===== config.mk =====
export PLATFORM = sky130hd
export DESIGN_NAME = l2c_latency_timer
export DESIGN_NICKNAME = d
export VERILOG_FILES = /design/src/l2c_latency_timer.sv
export SDC_FILE = /design/constraint.sdc
export NUM_CORES = 1
export LEC_CHECK = 0
export BUFFER_PORTS_ARGS = -buffer_cell sky130_fd_sc_hd__buf_2
export CORE_AREA = 2 2 39 41
export DETAILED_ROUTE_END_ITERATION = 7
export DIE_AREA = 0 0 41 43
export PLACE_DENSITY = 0.3
export REMOVE_ABC_BUFFERS = 1
export SLEW_MARGIN = 20
export SYNTH_ARGS = -nofsm -noshare
export SYNTH_HDL_FRONTEND = slang
export SYNTH_SLANG_ARGS = --single-unit

===== constraint.sdc =====
create_clock -name clk -period 0.96 [get_ports clk]
set_clock_uncertainty 0.15 [all_clocks]
set_input_delay 0.096 -clock clk [delete_from_list [all_inputs] [get_ports clk]]
set_output_delay 0.096 -clock clk [all_outputs]
set_load 0.005 [all_outputs]

===== src/l2c_latency_timer.sv =====
// Access latency timer

`default_nettype none
`timescale 1ns/100ps

module l2c_latency_timer #(
    parameter int unsigned LATENCY = 3
) (
    input  wire  clk,
    input  wire  rst_i,
    input  wire  start_i,
    output logic done_o
);

    // Counter holds at most LATENCY-1
    localparam int unsigned CNT_W = (LATENCY > 1) ? $clog2(LATENCY) : 1;

    if (LATENCY < 1) begin : g_latency_check
        $error("l2c_latency_timer: LATENCY must be at least 1");
    end

    logic [CNT_W-1:0] cnt_q;
    logic             running_q;

    // Start reloads, even over a run abandoned by a flush
    always_ff @(posedge clk) begin
        if (rst_i) begin
            running_q <= 1'b0;
            cnt_q     <= '0;
        end else if (start_i) begin
            running_q <= 1'b1;
            cnt_q     <= CNT_W'(LATENCY - 1);
        end else if (running_q) begin
            if (cnt_q == '0) begin
                running_q <= 1'b0;
            end else begin
                cnt_q <= cnt_q - CNT_W'(1);
            end
        end
    end

    // Single-cycle pulse at end of count
    assign done_o = running_q && (cnt_q == '0);

    // Restart only when idle or in the final count cycle
    start_not_running_a : assert property (@(posedge clk) disable iff (rst_i)
        start_i |-> !running_q || done_o)
        else $error("l2c_latency_timer: start while running");

endmodule

`default_nettype wire


==> flow_summary.toml <==
[outcome]
outcome = "finished, violations left"
violations = "hold timing, setup timing"

[timing]
setup_viol = 2
rsz0062_at_grt = "true"
drv_slew = 0
fin_hold_ws_ns = -0.0898
finalCriticalPeriod_ns = 1.10
tightestPinTransition_ns = 0.193
max_freq_mhz = 910
hold_viol_final = 2
max-slew-margin-rel_pct = 87.1
setup_slack_ns = -0.139
finalCritPeriodShare_pct = 115

[setup_path]
critPathSlowestCell = "dfxtp_2"
crit_start = "cnt_q[0]"
arrival_ns = 0.85
critPathMaxFanout = 2
required_ns = 0.71
crit_buf_inv = 1
max_stage_delay_ns = 0.31
crit_family = "flip-flops"
cp_cell_sequence = "nand2b_4 -> nor2_4 -> buf_2"
endpoint_kind = "output pin"
cp-start-kind = "flip-flop"
setup.worst_path.class = "flip-flop to output pin"
r2r-start = "cnt_q[0]"

[detailed_routing]
ant_nets = 0
drc = 0
drt-total-wl_um = 288
wl_per_cell_um = 7.38
drtIter0Drc = 3
dr.pass1.iters = 2
vias = 120
avgViaCountPerCell = 3.08

[logic_synthesis]
synthDistinctLibCells = 8
syn_area_um2 = 119
synth.area.top_cells = "dfxtp_1 (51%), a211oi_2 (11%), nand2b_1 (11%)"
yosysTopAreaCell = "dfxtp_1"
yosys_warnings = 0
synth_top_area_share_pct = 50.5
yosysSeqAreaShare_pct = 50.5
yosys_register_bits = 3
synth.avg_cell_area_um2 = 9.14
synthCells = 13

[power]
powerDensity_mw_per_mm2 = 1740
power.leakage_uw = 0.0000879
ir_drop_mv = 0.858
power_uw = 392

[global_routing]
antenna_found_initial = 0
grt_usage_pct = 4.91
grt_max_degree = 5
gr-total-overflow = 0
grt_pass1_wl_um = 496
first_global_vias = 133

[cells_and_area]
utilization_pct = 16.3
nets = 27
drive_gt1_share_pct = 52.2
diodes = 0
area.growth.synth_to_final_pct = 89.5
fillers = 150
final_cell_mix = "clkbuf_4 (3), buf_2 (3), a21oi_1 (2), dfxtp_2 (2), dlygate4sd3_1 (2)"

[clock_tree]
cts_hold_buf = 2
htree_levels = 1
cts_root_buffer = "clkbuf_4"
clk_latency_ns = 0.23
clockBufferDepth = 2
cts_buffers = 3
cts_tree = "yes"
path_clk_slew_ns = 0.04
cts_sinks = 3

[min_path]
min_path_type = "input port to flip-flop"
hold_start = "start_i"

[run]
maxCapViolations = 0

[floorplanning]
die_w_um = 41
rows = 14
initial_core_util_pct = 8.59
ios = 4
dieArea_mm2 = 0.00176
die_h_um = 43
core_area_mm2 = 0.00138

[placement]
routabilityCongestion = 0.590
io_buffer_count = 3
## worst register-to-register path, stage by stage, from the launching register on
cell and delay, ns:
dfxtp_2 0.31, buf_4 0.13, nand3b_1 0.16, a211oi_2 0.18
## what timing repair did
action | in CTS | in global routing
resized for setup | 3 | 2
hold endpoints to repair | 3 | 1
buffers inserted | 1 | 0
setup endpoints to repair | 1 | 4
## routing by layer
metal	vias up	GRT usage [%]	wire length, um
li1	64	-	-
met1	52	5.11	155
met2	4	4.69	107
met3	0	6.28	25
met4	0	4.00	0
met5	-	0	0
## final cells by class
type | count | area [um^2] | share of cell area (%)
timing repair buffer | 6 | 42.5 | 18.9
sequential | 3 | 62.6 | 27.8
clock buffer | 4 | 26.3 | 11.7
multi-input combinational | 9 | 70.1 | 31.1
tap | 16 | 20.0 | 8.89
inverter | 1 | 3.75 | 1.67
## final timing paths
kind,depth (start not counted),slack [ns],to
hold reg to reg,2,0.36,running_q
setup / recovery,3,-0.14,done_o
setup reg to reg,3,-0.06,cnt_q[0]
hold / removal,2,-0.09,cnt_q[0]
## kinds of logic after synthesis
logic type | share of synthesized area [%]
AND/OR/NAND/NOR | 23.2
buffers and inverters | 3.15
flip-flops | 50.5
AO/OA/AOI/OAI | 23.2
## through the flow
stage          hold WS (ns)  std cells  instance area, um^2  setup WS, ns  setup TNS (ns)
2_1_floorplan        0.0106         13                  119        0.0844               0
3_3_place_gp          0.142         32                  154        0.0388               0
3_5_place_dp          0.147         32                  154        0.0229               0
4_1_cts             -0.0979         39                  218        -0.142          -0.195
5_1_grt             -0.0993         39                  225        -0.197          -0.343
6_report            -0.0898         39                  225        -0.139          -0.198
## Yosys cell counts (all sizes together)
cell type	count
nand2b	2
a211oi	1
dfxtp	3
o21ai	1
nor2	2
a21oi	2
nand3b	1
inv	1
## registers in the layout (all words and copies together) (netlist names)
register   count
cnt_q          2
running_q      1
## report_power, final
part           total (uW)  leakage [uW]  internal (uW)  switching, uW
Combinational        35.5     0.0000474           20.9           14.6
Clock                 215     0.0000150            155           59.2
Sequential            141     0.0000255            133           8.67
Total                 392     0.0000879            309           82.5
(Power assumes the default switching activity.)
