### src/l2c_pkg.sv
// L2 cache emulator shared definitions

`default_nettype none

package l2c_pkg;

    // ----------------------------------------
    // Geometry
    // ----------------------------------------

    // Line index width, 64 lines in total
    localparam int unsigned LINE_IDX_W = 6;

    // One cache line of payload
    localparam int unsigned LINE_W = 64;

    // ----------------------------------------
    // Vector types
    // ----------------------------------------

    // Line index carried by requests and answers
    typedef logic [LINE_IDX_W-1:0] l2c_addr_t;

    // Full data line
    typedef logic [LINE_W-1:0] l2c_line_t;

    // Request operation
    typedef logic [0:0] l2c_op_t;

    // ----------------------------------------
    // Operation codes
    // ----------------------------------------

    // Read returns the stored line, or zero if never written
    localparam l2c_op_t OP_READ = 1'b0;

    // Write echoes the written line back as acknowledgement
    localparam l2c_op_t OP_WRITE = 1'b1;

endpackage

`default_nettype wire
### src/l2c_line_mem.sv
// Line storage with valid bits

`default_nettype none
`timescale 1ns/100ps

module l2c_line_mem (
    input  wire                     clk,
    input  wire                     rst_i,
    input  wire                     clear_i,
    input  wire                     wr_en_i,
    input  wire l2c_pkg::l2c_addr_t wr_addr_i,
    input  wire l2c_pkg::l2c_line_t wr_data_i,
    input  wire l2c_pkg::l2c_addr_t rd_addr_i,
    output l2c_pkg::l2c_line_t      rd_data_o
);

    // One entry per line index
    localparam int unsigned NUM_LINES = 1 << l2c_pkg::LINE_IDX_W;

    // ----------------------------------------
    // Storage
    // ----------------------------------------

    // Data array, contents only meaningful where valid
    l2c_pkg::l2c_line_t line_q [NUM_LINES];

    // One valid bit per line
    logic [NUM_LINES-1:0] valid_q;

    // Data write
    always_ff @(posedge clk) begin
        if (wr_en_i) begin
            line_q[wr_addr_i] <= wr_data_i;
        end
    end

    // ----------------------------------------
    // Valid bits
    // ----------------------------------------
    always_ff @(posedge clk) begin
        if (rst_i || clear_i) begin
            // Invalidate everything in a single cycle
            valid_q <= '0;
        end else if (wr_en_i) begin
            valid_q[wr_addr_i] <= 1'b1;
        end
    end

    // ----------------------------------------
    // Read port
    // ----------------------------------------

    // Asynchronous read
    // Invalid lines read back as zero
    always_comb begin
        if (valid_q[rd_addr_i]) begin
            rd_data_o = line_q[rd_addr_i];
        end else begin
            rd_data_o = '0;
        end
    end

endmodule

`default_nettype wire

### config.mk
export PLATFORM = sky130hd
export DESIGN_NAME = l2c_line_mem
export DESIGN_NICKNAME = d
export VERILOG_FILES = /design/src/l2c_pkg.sv /design/src/l2c_line_mem.sv
export SDC_FILE = /design/constraint.sdc
export NUM_CORES = 2
export LEC_CHECK = 0
export ABC_CLOCK_PERIOD_IN_PS = 6600
export BUFFER_PORTS_ARGS = -buffer_cell sky130_fd_sc_hd__buf_2
export CORE_MARGIN = 3
export CORE_UTILIZATION = 40
export DETAILED_ROUTE_END_ITERATION = 10
export PLACE_DENSITY = 0.56
export SYNTH_ARGS = -nofsm -noshare
export SYNTH_HDL_FRONTEND = slang
export SYNTH_SLANG_ARGS = --single-unit
export TNS_END_PERCENT = 100
### constraint.sdc
create_clock -name clk -period 6.6 [get_ports clk]
set_clock_uncertainty 0.05 [all_clocks]
set_input_delay 0.66 -clock clk [delete_from_list [all_inputs] [get_ports clk]]
set_output_delay 0.66 -clock clk [all_outputs]
set_load 0.01 [all_outputs]
==> summary.md <==
| Metric | Value |
|---|---|
| Worst path cell trace | buf_4, inv_1, nor2_1, a22oi_1, nor3b_4, buf_4, buf_4, a31oi_1, buf_2 |
| Asr flop ratio synth | 0 |
| Slew Viols, Final | 0 |
| Final hold vios | 0 |
| Worst-path clk slew | 60 ps |
| Clock Tree Buf Depth | 4 |
| Comb power frac | 0.047 |
| Via count | 81600 |
| CTS Sinks | 4160 |
| Slew Limit Headroom | 0.0835 |
| Final setup violation count | 0 |
| Worst setup EP type | output port |
| Post-Syn Area per Cell | 21.5 µm² |
| Finished Core Util | 0.457 |
| Critical Path Stages | 9 |
| Power Dens Cells | 304 nW/µm² |
| Post-CTS Hold Fix Bufs | 0 |
| CTS tree | done |
| EDFF count, synth | 4096 |
| Drt initial violations | 9974 |
| Syn Inst Count | 7442 |
| Vias in the first global route | 81200 |
| Initial Util | 0.402 |
| YS warnings | 0 |
| Gr usage total | 0.235 |
| Global-route wire length before repair | 667000 µm |
| Most used DFF post-synth | edfxtp_1 |
| Remaining Overflow, GRT | 0 |
| GPL Wtd Cong | 0.789 |
| CP arrival | 4560 ps |
| Internal power | 43400 µW |
| CTS Root Cell | clkbuf_16 |
| Detailed Routing Iterations Pass 1 | 6 |
| Vias per cell | 6.06 |
| Layout cells sized above 1 | 0.246 |
| Die Area | 407000 µm² |
| Worst vdd ir | 0.322 mV |
| Port buffer count | 143 |
| Max-Cap Viols | 0 |
| Final Cycle Share | 0.799 |
| Post-cts sizing count | 0 |
| Worst path top cell family by delay | buffers and inverters |
| Number of synthesized register bits | 4160 |
| RSZ-0062 raised after global routing | false |
| Layout Nets | 7927 |
| Hold path cells | 2 |
| Commonest non-fill, non-tap cell in the layout | edfxtp_1 |
| Num ports | 144 |
| Commonest cells after routing, fill and taps aside | 4096 x edfxtp_1, 849 x mux4_2, 473 x mux2i_1 |
| Cell row count | 231 |
| Final setup TNS | 0 ps |
| Critical path's slowest cell | a31oi_1 |
| Combined area of the multi-input logic cells | 33300 µm² |
| Sw Ratio | 0.213 |
| Core Region | 397000 µm² |
| Cell mode on critical path | buf_4 |
| Post-synthesis cell type count | 53 |
| Worst path required time | 5890 ps |
| Synthesized Nets | 7522 |
| Tmin final | 5270 ps |
| Reg2Reg Depth | 1 |
| CP max FO | 29 |
| Netlist Area Pre-Place | 160000 µm² |
| Filler cell count | 33100 |
| Seq pwr share | 0.531 |
| Startpoint types | input port |
| Hold Path Class | input port to register |
| Remaining antenna violation count | 0 |
| TritonCTS Buffers | 418 |
| Total setup buffers inserted after CTS | 0 |
| Storage cell area | 124000 µm² |
| Htree depth | 5 |
| DRC viols | 0 |
| Switching power | 11700 µW |
| Run status | complete, no violations |
| Largest net degree at the start of global routing | 118 |
| Routed WL | 485000 µm |
| Worst-skew pair later-pin latency | 970 ps |
| Critical path class | input port to output port |
| Worst path max stage delay | 800 ps |
| Hold slack | 363 ps |
| Worst path bufs/invs | 5 |
| Routed WL per cell | 36.0 µm |
| Maximum clock frequency | 0.190 GHz |
| LEAKAGE | 0.0573 µW |
| Initial antenna violation count | 43 |
| Die Span Y | 638 µm |
| Die W | 638 µm |
| Clk pwr share | 0.423 |
| Measured slew at the worst slew-check pin | 1370 ps |
| Power after layout | 55100 µW |
| HPWL Detailed | 259000 µm |
| Area growth, synth to finish | 13.4% |
| Seq/Total Area, Yosys | 0.778 |
-- power by group through the flow --
stage | combinational [µW] | sequential (µW) | clock (µW)
2_1_floorplan | 1470 | 29800 | 0
3_3_place_gp | 2540 | 29800 | 0
3_5_place_dp | 2580 | 29800 | 0
4_1_cts | 2580 | 29200 | 23600
5_1_grt | 2720 | 29200 | 24700
6_report | 2570 | 29200 | 23300
-- Yosys cell counts, types with 34 or more instances --
cell / count / area [µm²]
buf_6: 53 / 597
buf_4: 66 / 495
clkbuf_1: 156 / 586
nor2_1: 178 / 668
mux2i_1: 473 / 4730
a22oi_1: 100 / 751
mux2_2: 47 / 529
o21a_1: 71 / 533
buf_2: 83 / 415
nor3_1: 45 / 225
nand2_1: 283 / 1060
and2_1: 34 / 213
o21ai_0: 67 / 335
o22ai_1: 141 / 882
nand3_1: 73 / 365
dfxtp_1: 64 / 1280
buf_1: 51 / 191
o221ai_1: 62 / 543
mux4_2: 849 / 19100
a31oi_1: 67 / 419
o211ai_1: 57 / 428
a21oi_1: 155 / 776
edfxtp_1: 4096 / 123000
-- stage by stage --
stage / cells / cell area (µm²) / setup slack [ps]
floorplan: 7442 / 160000 / 443
global placement: 12700 / 168000 / 1170
detailed placement: 12700 / 168000 / 1230
CTS: 13400 / 181000 / 1220
global route: 13500 / 181000 / 1140
finish: 13500 / 181000 / 1330
-- registers in the layout, indices dropped and copies added, names as in the netlist --
signal and count:
line_q 4096, valid_q 64
-- final timing paths --
path	startpoint	endpoint	slack (ps)
max	rd_addr_i[5]	rd_data_o[43]	1330
min	wr_data_i[36]	line_q[54][36]	360
max reg2reg	valid_q[11]	valid_q[11]	5940
min reg2reg	valid_q[63]	valid_q[63]	420
-- per-layer routing --
metal,part of all wire,vias to the layer above,GRT usage
li1,-,32100,-
met1,0.40,44900,0.320
met2,0.49,3810,0.390
met3,0.078,764,0.0361
met4,0.035,2,0.0739
met5,0.000027,-,0
-- final cells by class --
class	instances	area share
inverter	5	0.000173
timing repair buffer	416	0.0198
clock inverter	259	0.0135
sequential	4160	0.686
tap	5242	0.0362
antenna	35	0.000483
multi-input combinational	2846	0.184
clock buffer	498	0.0598
-- kinds of logic after synthesis --
family          Yosys count  share of synthesized area
flops                  4160                      0.778
mux                    1369                      0.153
compound gates          798                     0.0332
simple gates            679                     0.0192
buf+inv                 436                     0.0167
Power figures use the tool's default switching activity.
