--- config.mk ---
export PLATFORM = sky130hd
export DESIGN_NAME = l2c_req_fifo
export DESIGN_NICKNAME = d
export VERILOG_FILES = /design/src/l2c_pkg.sv /design/src/l2c_req_fifo.sv
export SDC_FILE = /design/constraint.sdc
export NUM_CORES = 1
export LEC_CHECK = 0
export BUFFER_PORTS_ARGS = -buffer_cell sky130_fd_sc_hd__buf_2
export CAP_MARGIN = 10
export CORE_MARGIN = 2
export CORE_UTILIZATION = 57
export CTS_CLUSTER_DIAMETER = 200
export DETAILED_ROUTE_END_ITERATION = 6
export GPL_ROUTABILITY_DRIVEN = 0
export HOLD_SLACK_MARGIN = 0.03
export PLACE_DENSITY_LB_ADDON = 0.3
export SYNTH_ARGS = -nofsm -noshare
export SYNTH_HDL_FRONTEND = slang
export SYNTH_SLANG_ARGS = --single-unit
--- constraint.sdc ---
create_clock -name clk -period 3.2 [get_ports clk]
set_input_delay 0.32 -clock clk [delete_from_list [all_inputs] [get_ports clk]]
set_output_delay 0.32 -clock clk [all_outputs]
set_load 0.02 [all_outputs]
--- src/l2c_pkg.sv ---
// L2 cache emulator shared definitions

`default_nettype none

package l2c_pkg;

    // ----------------------------------------
    // Geometry
    // ----------------------------------------

    // Line index width, 64 lines in total
    localparam int unsigned LINE_IDX_W = 6;

    // One cache line of payload
    localparam int unsigned LINE_W = 64;

    // ----------------------------------------
    // Vector types
    // ----------------------------------------

    // Line index carried by requests and answers
    typedef logic [LINE_IDX_W-1:0] l2c_addr_t;

    // Full data line
    typedef logic [LINE_W-1:0] l2c_line_t;

    // Request operation
    typedef logic [0:0] l2c_op_t;

    // ----------------------------------------
    // Operation codes
    // ----------------------------------------

    // Read returns the stored line, or zero if never written
    localparam l2c_op_t OP_READ = 1'b0;

    // Write echoes the written line back as acknowledgement
    localparam l2c_op_t OP_WRITE = 1'b1;

endpackage

`default_nettype wire
--- src/l2c_req_fifo.sv ---
// Request queue

`default_nettype none
`timescale 1ns/100ps

module l2c_req_fifo #(
    parameter int unsigned FIFO_DEPTH = 4
) (
    input  wire                  clk,
    input  wire                  rst_i,
    input  wire                  clear_i,
    input  wire                  push_i,
    input  wire l2c_pkg::l2c_op_t   push_op_i,
    input  wire l2c_pkg::l2c_addr_t push_addr_i,
    input  wire l2c_pkg::l2c_line_t push_data_i,
    output logic                 full_o,
    input  wire                  pop_i,
    output logic                 empty_o,
    output l2c_pkg::l2c_op_t     head_op_o,
    output l2c_pkg::l2c_addr_t   head_addr_o,
    output l2c_pkg::l2c_line_t   head_data_o
);

    // Pointer needs at least one bit even for a single entry
    localparam int unsigned PTR_W = (FIFO_DEPTH > 1) ? $clog2(FIFO_DEPTH) : 1;
    localparam int unsigned CNT_W = $clog2(FIFO_DEPTH + 1);

    // Entry storage, no reset needed
    l2c_pkg::l2c_op_t   op_mem   [FIFO_DEPTH];
    l2c_pkg::l2c_addr_t addr_mem [FIFO_DEPTH];
    l2c_pkg::l2c_line_t data_mem [FIFO_DEPTH];

    logic [PTR_W-1:0] wr_ptr_q;
    logic [PTR_W-1:0] rd_ptr_q;
    logic [CNT_W-1:0] count_q;

    // Wrap at FIFO_DEPTH, depth need not be a power of two
    function automatic logic [PTR_W-1:0] next_ptr(input logic [PTR_W-1:0] ptr);
        if (ptr == PTR_W'(FIFO_DEPTH - 1)) begin
            return '0;
        end
        return ptr + PTR_W'(1);
    endfunction

    // ----------------------------------------
    // Pointers and occupancy
    // ----------------------------------------
    always_ff @(posedge clk) begin
        if (rst_i || clear_i) begin
            wr_ptr_q <= '0;
            rd_ptr_q <= '0;
            count_q  <= '0;
        end else begin
            if (push_i) begin
                wr_ptr_q <= next_ptr(wr_ptr_q);
            end
            if (pop_i) begin
                rd_ptr_q <= next_ptr(rd_ptr_q);
            end
            // Simultaneous push and pop leaves count unchanged
            case ({push_i, pop_i})
                2'b10:   count_q <= count_q + CNT_W'(1);
                2'b01:   count_q <= count_q - CNT_W'(1);
                default: count_q <= count_q;
            endcase
        end
    end

    // Write port
    always_ff @(posedge clk) begin
        if (push_i) begin
            op_mem[wr_ptr_q]   <= push_op_i;
            addr_mem[wr_ptr_q] <= push_addr_i;
            data_mem[wr_ptr_q] <= push_data_i;
        end
    end

    // Status and head of queue
    assign full_o      = (count_q == CNT_W'(FIFO_DEPTH));
    assign empty_o     = (count_q == '0);
    assign head_op_o   = op_mem[rd_ptr_q];
    assign head_addr_o = addr_mem[rd_ptr_q];
    assign head_data_o = data_mem[rd_ptr_q];

    // Top level must gate pushes with full
    push_not_full_a : assert property (@(posedge clk) disable iff (rst_i)
        push_i |-> !full_o)
        else $error("l2c_req_fifo: push while full");

    // FSM must only pop a non-empty queue
    pop_not_empty_a : assert property (@(posedge clk) disable iff (rst_i)
        pop_i |-> !empty_o)
        else $error("l2c_req_fifo: pop while empty");

endmodule

`default_nettype wire

==> impl_metrics.json <==
{
  "holdWs_ns": 0.0589,
  "synth_ff_type": "edfxtp_1",
  "crit_type": "reg -> out",
  "cts_sinks": 293,
  "synth_top_cell_by_area": "edfxtp_1",
  "synth_area_mm2": 0.0108,
  "cts_buffer_depth": 3,
  "htree_num_levels": 1,
  "cts_tree": "yes",
  "num_antenna_cells": 0,
  "nNetsFinal": 745,
  "synth.top_cell.area_share_pct": 79.1,
  "post-cts-setup-buffers": 0,
  "power_density_mw_per_mm2": 611,
  "ys_ff_latch": 293,
  "vias_per_cell": 5.59,
  "fmax_ghz": 0.374,
  "wl_per_cell_um": 21.3,
  "p_leak_nw": 4.60,
  "drt_iter0_markers": 295,
  "grt_busiest_layer": "met2",
  "drt-total-wl_mm": 19.5,
  "met2_usage_pct": 34.6,
  "syn_inst": 421,
  "dp_hpwl_mm": 11.3,
  "dieArea_mm2": 0.0200,
  "numCtsBuffers": 29,
  "final-hold-violation-count": 0,
  "core-area_mm2": 0.0186,
  "dpl-instance-area_mm2": 0.0118,
  "critical_path_required_ns": 2.88,
  "synth_cell_type_count": 23,
  "final_cell_mix": "284 x edfxtp_1, 148 x buf_2, 70 x mux4_2, 70 x dlygate4sd3_1, 29 x clkbuf_16",
  "track_usage_pct": 19.8,
  "vdd_drop_max_mv": 0.477,
  "gr-usage-met1_pct": 26.4,
  "worstMarginPinSlew_ns": 0.627,
  "port_buffers": 148,
  "seq_area_mm2": 0.00872,
  "grt_pass1_vias": 5549,
  "fin_area_mm2": 0.0134,
  "final_common_cell": "edfxtp_1",
  "fillCellCount": 1103,
  "setup_tns_ns": 0,
  "setup-violations-final": 0,
  "gr-total-overflow": 0,
  "finalCritPeriodShare_pct": 83.6,
  "drt_first_pass_iters": 6,
  "timing.critical_path.from_type": "flop",
  "synth_edf_count": 284,
  "crit_arrival_ns": 2.36,
  "met3_usage_pct": 3.78,
  "relSlewSlack_pct": 58.2,
  "grt_pass1_wl_mm": 30.3,
  "rsz0062_at_grt": "no",
  "final_layout_size_suffix_gt1_share_pct": 40.4,
  "initial_core_util_pct": 57.8,
  "remaining_drc_errors": 0,
  "hold_class": "in -> reg",
  "yosys-top-cells-area": "edfxtp_1 79%, mux4_2 15%, dfxtp_1 1.7%",
  "status": "complete, no violations",
  "cp_max_fo": 30,
  "drtAntennaViolNets": 0,
  "synth-seq-area-share_pct": 80.8,
  "multiInputGateArea_mm2": 0.00186,
  "std_cell_rows": 50,
  "clkLatencyLatePin_ns": 0.52,
  "syn-num-nets": 504,
  "die_w_um": 142,
  "ios": 149,
  "fp.dieH_um": 142,
  "grt_max_degree": 46,
  "antenna_found_initial": 0,
  "cts_root_buffer": "clkbuf_16",
  "ys_warn_count": 0,
  "max_cap_violations": 0,
  "via_count": 5128,
  "finClkSkew_ns": 0.0129,
  "end_kind": "primary output",
  "avgSynthCellArea_um2": 25.6,
  "area_delta_synth_final_pct": 24.4,
  "path_clk_slew_ns": 0.06,
  "maxSlewViolCount": 0,
  "async_reset_ff_share_pct": 0,
  "period_needed_ns": 2.68
}
## timing repair
| item | in CTS | in global routing |
|---|---|---|
| hold buffers | 69 | 1 |
| resized for setup | 0 | 0 |
| endpoints found under the hold margin | 274 | 1 |
## layer usage
metal / part of all wire (%) / routed length, µm
met1: 42 / 8180
met2: 52 / 10100
met3: 5.2 / 1020
met4: 1.3 / 256
met5: 0 / 0
## where the power goes
group / switching [mW] / total (mW) / internal (mW)
combinational: 0.293 / 0.550 / 0.257
clock: 1.30 / 3.30 / 2.00
sequential: 0.0353 / 4.34 / 4.31
## path summary, 6_finish.rpt
check	from	end	slack (ns)	cells past startpoint
setup reg to reg	wr_ptr_q[0]	data_mem[2][26]	1.32	4
hold / removal	push_data_i[14]	data_mem[2][14]	0.06	1
setup / recovery	flop	head_data_o[19]	0.52	3
hold reg to reg	count_q[1]	count_q[1]	0.55	2
## flip-flops by register name, summed over array words and instances (netlist names), named ones only
| name | cells |
|---|---|
| addr_mem | 24 |
| count_q | 3 |
| data_mem | 256 |
| op_mem | 4 |
| rd_ptr_q | 2 |
| wr_ptr_q | 2 |
## through the flow
step	util [%]	std cells	setup WS, ns	power, mW
4_1_cts	71.9	917	0.438	8.27
2_1_floorplan	-	421	0.552	4.71
5_1_grt	71.9	918	0.341	8.47
6_report	71.9	918	0.525	8.19
3_3_place_gp	63.1	795	1.00	4.88
3_5_place_dp	63.1	795	0.985	4.91
## synth_stat cells, types with 2 or more instances
| cell type | count |
|---|---|
| inv_1 | 7 |
| nor3b_1 | 2 |
| edfxtp_1 | 284 |
| buf_2 | 7 |
| mux4_2 | 70 |
| mux2i_1 | 2 |
| nor2_1 | 7 |
| ha_1 | 6 |
| buf_12 | 7 |
| xor2_1 | 2 |
| dfxtp_1 | 9 |
| and2_1 | 4 |
| a21oi_1 | 4 |
## logic make-up after synthesis
family	share of synthesized area [%]
buffers and inverters	2.04
xor gates and xnor gates	0.163
DFF	80.8
AOI/OAI and AO/OA	0.232
muxes	15.1
adders and majority gates	0.882
and+or+nand+nor	0.836
## worst max-delay path: stages (launching register included)
cell	delay (ns)
dfxtp_4	0.75
buf_4	0.35
mux4_2	0.53
buf_2	0.17
## final cells by class
class | instances | area share, %
clock buffers | 37 | 5.71
clock inverters | 16 | 1.32
inverters | 7 | 0.196
multi-input cells | 104 | 13.9
flip-flops and latches | 293 | 65.0
well taps | 234 | 2.18
repair buffers | 227 | 11.7
No activity file was read; power rests on OpenSTA's default activity.
