`src/l2c_pkg.sv`:
```
// L2 cache emulator shared definitions

`default_nettype none

package l2c_pkg;

    // ----------------------------------------
    // Geometry
    // ----------------------------------------

    // Line index width, 64 lines in total
    localparam int unsigned LINE_IDX_W = 6;

    // One cache line of payload
    localparam int unsigned LINE_W = 64;

    // ----------------------------------------
    // Vector types
    // ----------------------------------------

    // Line index carried by requests and answers
    typedef logic [LINE_IDX_W-1:0] l2c_addr_t;

    // Full data line
    typedef logic [LINE_W-1:0] l2c_line_t;

    // Request operation
    typedef logic [0:0] l2c_op_t;

    // ----------------------------------------
    // Operation codes
    // ----------------------------------------

    // Read returns the stored line, or zero if never written
    localparam l2c_op_t OP_READ = 1'b0;

    // Write echoes the written line back as acknowledgement
    localparam l2c_op_t OP_WRITE = 1'b1;

endpackage

`default_nettype wire
```
`src/l2c_ctrl_fsm.sv`:
```
// Request service controller

`default_nettype none
`timescale 1ns/100ps

module l2c_ctrl_fsm (
    input  wire                     clk,
    input  wire                     rst_i,
    input  wire                     flush_i,
    // Queue head
    input  wire                     fifo_empty_i,
    input  wire l2c_pkg::l2c_op_t   head_op_i,
    input  wire l2c_pkg::l2c_addr_t head_addr_i,
    input  wire l2c_pkg::l2c_line_t head_data_i,
    output logic                    pop_o,
    // Latency timer
    output logic                    tmr_start_o,
    input  wire                     tmr_done_i,
    // Line memory
    output logic                    mem_wr_en_o,
    output l2c_pkg::l2c_addr_t      mem_addr_o,
    output l2c_pkg::l2c_line_t      mem_wr_data_o,
    input  wire l2c_pkg::l2c_line_t mem_rd_data_i,
    // Answer channel
    output logic                    ans_valid_o,
    output l2c_pkg::l2c_op_t        ans_op_o,
    output l2c_pkg::l2c_addr_t      ans_addr_o,
    output l2c_pkg::l2c_line_t      ans_data_o,
    input  wire                     ans_rdy_i
);

    typedef enum logic [1:0] {
        IDLE,
        WAIT,
        ANSWER
    } state_t;

    state_t state_q;
    state_t state_d;

    // Request being served
    l2c_pkg::l2c_op_t   hold_op_q;
    l2c_pkg::l2c_addr_t hold_addr_q;
    l2c_pkg::l2c_line_t hold_data_q;

    logic ans_load;

    // ----------------------------------------
    // Control outputs
    // ----------------------------------------

    // Pop whenever idle with work queued
    assign pop_o       = (state_q == IDLE) && !fifo_empty_i;
    // A pop cancelled by flush starts no timer run
    assign tmr_start_o = pop_o && !flush_i;
    assign ans_load    = (state_q == WAIT) && tmr_done_i;

    // Write goes to memory on the pop edge
    assign mem_wr_en_o   = pop_o && (head_op_i == l2c_pkg::OP_WRITE);
    assign mem_wr_data_o = head_data_i;
    // Head index while idle, held index for the read in WAIT
    assign mem_addr_o    = (state_q == IDLE) ? head_addr_i : hold_addr_q;

    // Answer is valid exactly in ANSWER
    assign ans_valid_o = (state_q == ANSWER);

    // ----------------------------------------
    // Next state
    // ----------------------------------------
    always_comb begin
        state_d = state_q;
        case (state_q)
            IDLE: begin
                if (!fifo_empty_i) begin
                    state_d = WAIT;
                end
            end
            WAIT: begin
                if (tmr_done_i) begin
                    state_d = ANSWER;
                end
            end
            ANSWER: begin
                if (ans_rdy_i) begin
                    state_d = IDLE;
                end
            end
            default: state_d = IDLE;
        endcase
        // Flush drops whatever is in service
        if (flush_i) begin
            state_d = IDLE;
        end
    end

    always_ff @(posedge clk) begin
        if (rst_i) begin
            state_q <= IDLE;
        end else begin
            state_q <= state_d;
        end
    end

    // Hold registers loaded on pop
    always_ff @(posedge clk) begin
        if (pop_o) begin
            hold_op_q   <= head_op_i;
            hold_addr_q <= head_addr_i;
            hold_data_q <= head_data_i;
        end
    end

    // Answer latch, held under back-pressure
    always_ff @(posedge clk) begin
        if (ans_load) begin
            ans_op_o   <= hold_op_q;
            ans_addr_o <= hold_addr_q;
            if (hold_op_q == l2c_pkg::OP_READ) begin
                ans_data_o <= mem_rd_data_i;
            end else begin
                ans_data_o <= hold_data_q;
            end
        end
    end

    // Pending answer held until taken or flushed
    ans_stable_a : assert property (@(posedge clk) disable iff (rst_i)
        ans_valid_o && !ans_rdy_i && !flush_i
        |=> ans_valid_o && $stable(ans_op_o) && $stable(ans_addr_o)
            && $stable(ans_data_o))
        else $error("l2c_ctrl_fsm: answer changed under back-pressure");

endmodule

`default_nettype wire

```
`config.mk`:
```
export PLATFORM = sky130hd
export DESIGN_NAME = l2c_ctrl_fsm
export DESIGN_NICKNAME = d
export VERILOG_FILES = /design/src/l2c_pkg.sv /design/src/l2c_ctrl_fsm.sv
export SDC_FILE = /design/constraint.sdc
export NUM_CORES = 1
export LEC_CHECK = 0
export BUFFER_PORTS_ARGS = -buffer_cell sky130_fd_sc_hd__buf_2
export CORE_AREA = 3 3 170 139
export CTS_BUF_LIST = sky130_fd_sc_hd__clkbuf_4 sky130_fd_sc_hd__clkbuf_8
export DETAILED_ROUTE_END_ITERATION = 6
export DIE_AREA = 0 0 173 142
export HOLD_SLACK_MARGIN = 0.12
export PLACE_DENSITY = 0.5
export SKIP_LAST_GASP = 1
export SLEW_MARGIN = 15
export SYNTH_ARGS = -nofsm -noshare
export SYNTH_HDL_FRONTEND = slang
export SYNTH_SLANG_ARGS = --single-unit
```
`constraint.sdc`:
```
create_clock -name clk -period 6.57 [get_ports clk]
set_input_delay 0 -clock clk [delete_from_list [all_inputs] [get_ports clk]]
set_output_delay 0 -clock clk [all_outputs]
set_load 0.03 [all_outputs]
```
==> summary.txt, run 1 <==
Status
  – Run status: complete, no violations

Yosys
  – Post-Syn Instances: 298
  – Syn avg cell area: 19.15 um2
  – Post-synthesis net count: ~440
  – Sequential-to-total area share from yosys stat: about 75%
  – Mapped cell area: 0.005705 mm2
  – Syn. warnings: 0
  – Synth unique cells: 17
  – Yosys reg bits: about 140

Global route
  – Vias in the first global route: 4,266
  – First-pass GRT wire length: 22,810 um
  – Initial antenna violation count: 0
  – Overall Global Routing Usage: 11.85%
  – Largest net degree at the start of global routing: 39
  – GR Overflow Total: 0

Placement
  – Placed Cells: ~800
  – I/O Buffers: 285
  – GP Congestion: between 0.7 and 0.8
  – HPWL after DPL: 9590 um

Detailed routing
  – M1 wire length: between 5000 and 6000 um
  – Remaining routing DRC violations: 0
  – Met2 WL: about 7400 um
  – Vias post-DR: ~3,900
  – Iter 0 DRT Violations: 173
  – Final ANT Viol Nets: 0
  – Final WL: about 15,000 um
  – Met3 Wirelength: 1135 um
  – Wire per inst: 14.62 um
  – Top layer in use: met4
  – DR pass1 iterations: 4
  – Via density: about 3.9

Clock network
  – Clock sinks: roughly 140
  – CTS max path bufs: 2
  – CTS resizes: 0
  – CTS H-tree depth: 4
  – Worst skew pair latency: 0.43 ns
  – CTS tree: built
  – Clock-pin slew on the worst setup and hold paths: 0.08 ns
  – Clock buffer count from CTS: 17
  – Setup bufs post-CTS: 0
  – CTS root buf: clkbuf_8

Die
  – DIE AREA: 0.02457 mm2
  – Initial Util: ~26%
  – Number of cell rows: 49
  – Core area: ~0.022 mm2
  – Die span in y: ~140 um
  – # IOs: around 290
  – Die W: about 170 um

Pwr
  – Peak supply drop: approximately 0.00011 V
  – Post-layout power: about 2.1 mW
  – Pwr dens: ~230 mW/mm2
  – Lkg Pwr: 3.578 nW

Worst setup path
  – Startpoint Class: register
  – CP max stage delay: approximately 0.55 ns
  – CP required: around 6.6 ns
  – R2R cell count: 3
  – CP Class: register to register
  – Largest delay share family, worst path: buffers and inverters
  – Worst R2R Setup Slack: about 4.4 ns
  – R2r endpoint: ans_data_o[39]
  – End of the critical path: ans_data_o[39]
  – Crit path DAT: ~2.2 ns
  – Crit path max fanout: 36
  – Worst Path Buf+Inv: 2
  – Cells along the critical path: nand3b_1 -> clkinv_2 -> buf_4
  – CP endpoint kind: register
  – CP max-delay cell: buf_4
  – Critical Path Start: state_q[0]
  – CP Depth: 3
  – Worst r2r src: state_q[0]

Timing
  – RSZ-0062 raised after global routing: no
  – Endpoints failing setup: 0
  – Min Tclk post-route: 2.136 ns
  – Setup TNS: 0 ns
  – Max frequency: around 0.47 GHz
  – Max-slew violation count: 0
  – Tightest Pin Transition: 0.6706 ns
  – Final Cycle Share: 32.52%
  – Slew headroom: 55.30%
  – Clock skew: approximately 0.011 ns
  – Final hold violations: 0

Finish
  – Ant. Diodes: 0
  – Finished Layout Cells: between 900 and 1,000
  – # nets final: a little over 800
  – Most frequent cells in the layout: buf_2, edfxtp_1, dlygate4sd3_1, mux2_2, clkbuf_8
  – Commonest non-fill, non-tap cell in the layout: buf_2
  – Share of cells above drive strength 1: a little under three fifths
  – Layout area overhead: 54.34%

Min path
  – Hold path cells: 3
  – Hold Crit Class: primary input to register

Flow run
  – Max_cap viols: 0
## stage by stage
stage / util (%) / cell area [um2] / setup WS [ns] / hold WS (ns)
2_1_floorplan: - / 5710 / 2.513 / 0.06465
3_3_place_gp: 31.69 / 7034 / 4.449 / 0.1863
3_5_place_dp: 31.69 / 7034 / 4.369 / 0.1835
4_1_cts: 39.68 / 8806 / 4.348 / 0.2115
5_1_grt: 39.68 / 8806 / 4.232 / 0.2273
6_report: 39.68 / 8806 / 4.434 / 0.2341
## worst min-delay path, stage by stage
cell    delay [ns]
buf_2         0.13
nor3_4        0.04
buf_4         0.27
## sequential cells by signal, summed over array words and instances, names as in the netlist
register and count:
ans_data_o 64, hold_addr_q 6, hold_data_q 64, hold_op_q 1, state_q 2, ans_addr_o 6
ans_op_o 1
## power breakdown
group          internal (mW)  switching [mW]
Clock                  0.341           0.346
Combinational          0.142           0.153
Sequential              1.06         0.00966
Total                   1.54           0.509
## cell type report
class,instances,area [um2]
multi-input combinational,82,878.3
clock inverter,13,138.9
inverter,1,5.005
clock buffer,18,241.5
fill,2097,13390
sequential,144,4304
timing repair buffer,429,2855
tap,306,382.9
## cells by family after synthesis
family / Yosys count / share of synthesized area (%)
simple gates: 11 / 1.163
compound gates: 1 / 0.2193
flops: 144 / 75.44
mux: 70 / 13.82
buf+inv: 72 / 9.364
## metal layers
metal,global-route usage (%),up-vias
met5,0,-
met4,3.369,0
met3,4.773,13
met2,20.95,177
met1,13.35,1846
li1,-,1820
## synth_stat cells, drive strengths merged
library cell | count | area share (%)
nand2 | 1 | 0.066
inv | 1 | 0.066
and3 | 1 | 0.11
nor4 | 1 | 0.11
buf | 71 | 9.3
or3b | 1 | 0.15
mux2 | 70 | 14
edfxtp | 142 | 75
nand3b | 1 | 0.13
nand2b | 1 | 0.11
and2 | 1 | 0.11
dfxtp | 2 | 0.70
nor2 | 1 | 0.066
nor3 | 2 | 0.18
and2b | 1 | 0.13
a211oi | 1 | 0.22
## what timing repair did
action | CTS | global route
setup endpoints to repair | 0 | 0
endpoints found under the hold margin | 137 | 0
hold buffers | 139 | 0
## how the worst min path moves through the flow
| stage | start | endpoint | slack [ns] |
|---|---|---|---|
| floorplan | rst_i | state_q[1] | 0.06 |
| CTS | fifo_empty_i | hold_addr_q[1] | 0.21 |
| detailed placement | rst_i | state_q[1] | 0.18 |
| finish | fifo_empty_i | hold_addr_q[0] | 0.23 |
| global placement | rst_i | state_q[1] | 0.19 |
| global route | fifo_empty_i | hold_addr_q[1] | 0.23 |
(Power assumes the default switching activity.)
==> run 2, diff against run 1 <==
Settings changed: ABC_AREA set to 1, CORE_AREA 3 3 170 139 to 3 3 172 141, DIE_AREA 0 0 173 142 to 0 0 175 144.
Clock period 6.57 ns to 2.1 ns, I/O delays scaled along.
==> run 2 against run 1 <==
  * Clock-buffer cell count stayed put
  * Routed wire length is 6.8% higher
  * Combinational power grew to 3.1 times the previous value
==> summary.txt, run 2 <==
Worst setup path
  – CP endpoint kind: primary output
  – Crit path DAT: 1.83 ns
  – Cells along the critical path: nor2_4 -> nand2_4 -> clkinvlp_4 -> buf_12 -> buf_2
  – CP required: about 2.1 ns
  – CP max-delay cell: dfxtp_1
  – CP max stage delay: approximately 0.35 ns
  – Crit path max fanout: 72
  – CP Class: register to primary output
  – Startpoint Class: register

Placement
  – HPWL after DPL: ~10,000 um
  – I/O Buffers: 285
  – GP Congestion: between 0.7 and 0.8
  – Placed Cells: just under 1,000

Yosys
  – Biggest area consumer among synthesized cells: edfxtp_1
  – Syn. warnings: 0
  – Yosys reg bits: 144
  – Post-synthesis net count: 591
  – Asr flop ratio synth: 0%
  – Mapped cell area: between 0.005 and 0.006 mm2
  – Synth unique cells: 15
  – Syn avg cell area: 12.98 um2
  – Top cells by count, synth: edfxtp_1, nand2_1, buf_4, inv_1, o21ai_1
  – Most frequent cell after synthesis: edfxtp_1
  – Synth top area share: approximately 73%
  – Most area-consuming cells after synthesis: edfxtp_1, buf_4, nand2_1
  – Post-Syn Instances: 450
  – Sequential-to-total area share from yosys stat: 73.68%
  – Most used flip-flop cell after synthesis: edfxtp_1
  – EDFF count, synth: 142

Status
  – Run status: complete, no violations

Min path
  – Hold Crit Class: primary input to primary output

Timing
  – Max frequency: 0.5457 GHz
  – Tightest Pin Transition: between 0.5 and 0.6 ns
  – Slew headroom: approximately 65%
  – RSZ-0062 raised after global routing: no
  – Min Tclk post-route: 1.833 ns
  – Final Cycle Share: between 80% and 90%
  – Setup TNS: 0 ns
  – Endpoints failing setup: 0
  – WHS: between 0.2 and 0.3 ns
  – Clock skew: roughly 0.014 ns
  – Max-slew violation count: 0
  – Final hold violations: 0

Global route
  – Vias in the first global route: roughly 4,400
  – Initial antenna violation count: 0
  – GR Overflow Total: 0
  – Largest net degree at the start of global routing: slightly above 90
  – First-pass GRT wire length: 23,350 um
  – Overall Global Routing Usage: approximately an eighth

Detailed routing
  – Vias post-DR: approximately 4,300
  – Final ANT Viol Nets: 0
  – Final WL: about 16,000 um
  – Via density: around 3.7
  – Iter 0 DRT Violations: approximately 180
  – Wire per inst: around 14 um
  – Remaining routing DRC violations: 0
  – DR pass1 iterations: 4

Die
  – Die span in y: approximately 140 um
  – DIE AREA: around 0.025 mm2
  – Initial Util: a little over a quarter
  – # IOs: between 200 and 300
  – Number of cell rows: around 50
  – Die W: approximately 180 um
  – Core area: around 0.022 mm2

Finish
  – Share of cells above drive strength 1: 39.33%
  – Biggest regs: ans_data_o x64, hold_data_q x64
  – Commonest non-fill, non-tap cell in the layout: buf_2
  – # nets final: between 900 and 1,000
  – FILL cells: 2,153
  – Finished Layout Cells: between 1,000 and 1,500
  – Reg area: 0.004305 mm2
  – Layout area overhead: 53.59%
  – Ant. Diodes: 0
  – Multi-input gate area: between 600 and 700 um2
  – Most frequent cells in the layout: buf_2, edfxtp_1, dlygate4sd3_1, nand2_1, inv_1
  – Final core utilization: approximately two fifths

Clock network
  – Clock sinks: between 100 and 150
  – Setup bufs post-CTS: 0
  – Worst skew pair latency: approximately 0.43 ns
  – CTS H-tree depth: 4
  – CTS tree: built
  – Clock buffer count from CTS: 17
  – CTS max path bufs: 2
  – CTS root buf: clkbuf_8
  – CTS resizes: 0
  – Clock-pin slew on the worst setup and hold paths: roughly 0.080 ns

Flow run
  – Max_cap viols: 0

Pwr
  – Pwr dens: between 700 and 800 mW/mm2
  – Net Sw Power: approximately 1.7 mW
  – Peak supply drop: ~0.00033 V
  – P_int: 4.920 mW
  – Sequential power share: just over 50%
  – Lkg Pwr: around 4.0 nW
  – Sw Share: 25.42%
  – Comb pwr share: between 10 and 15%
  – Clk pwr share: about a third
[run 2: changes by cell type after synthesis, sizes merged, moves of 2 or more]
cell   delta
a21oi     +2
buf       +7
inv      +70
mux2     -70
nand2    +82
nor2      +3
nor3      -2
o21ai    +64
[run 2: cell type report]
type | count | area share [%]
clock inverters | 14 | 2.008
multi-input cells | 157 | 7.781
inverters | 71 | 3.054
flip-flops and latches | 144 | 47.98
well taps | 306 | 4.267
repair buffers | 430 | 32.21
clock buffers | 18 | 2.691
[run 2: worst max-delay path, delay by kind of cell, from the launching register on]
family / cells / cell delay, ns
and+or+nand+nor: 2 / 0.32
DFF: 1 / 0.35
buffers and inverters: 3 / 0.72
[run 2: worst paths after layout]
kind | from | endpoint | slack, ns | cells after the start
min | flush_i | tmr_start_o | 0.29 | 3
max reg2reg | state_q[1] | ans_data_o[8] | 0.57 | 4
min reg2reg | hold_addr_q[4] | ans_addr_o[4] | 0.46 | 0
max | state_q[1] | pop_o | 0.27 | 5
[run 2: cells by family after synthesis]
group	after synthesis	share of synthesized area [%]
buffers and inverters	149	14.37
flip-flops	144	73.68
AND/OR/NAND/NOR	91	6.297
AO/OA/AOI/OAI	66	5.654
[run 2: routing by layer]
metal	track usage, %	wire [um]	vias up
li1	-	-	2181
met2	21.48	7924	146
met4	4.700	298	0
met3	4.016	983	19
met5	0	0	-
met1	13.53	6297	1913
[run 2: power by group through the flow]
stage	clock (mW)	sequential [mW]	combinational, mW
final	2.33	3.34	0.929
after global routing	2.54	3.35	1.01
after floorplan	0	3.46	0.454
after CTS	2.43	3.34	0.934
after detailed placement	0	3.41	0.735
after global placement	0	3.41	0.728
[run 2: stage by stage]
step / area [um2] / total power [mW] / setup slack, ns
after floorplan: 5851 / 3.914 / 0.02645
after global placement: 7149 / 4.135 / 0.5967
after detailed placement: 7149 / 4.141 / 0.5582
after CTS: 8972 / 6.702 / 0.1692
after global routing: 8972 / 6.909 / 0.08459
final: 8972 / 6.597 / 0.2674
[run 2: what timing repair did]
action	in CTS	in global routing
setup endpoints to repair	0	0
hold endpoints to repair	137	0
hold buffers	140	0
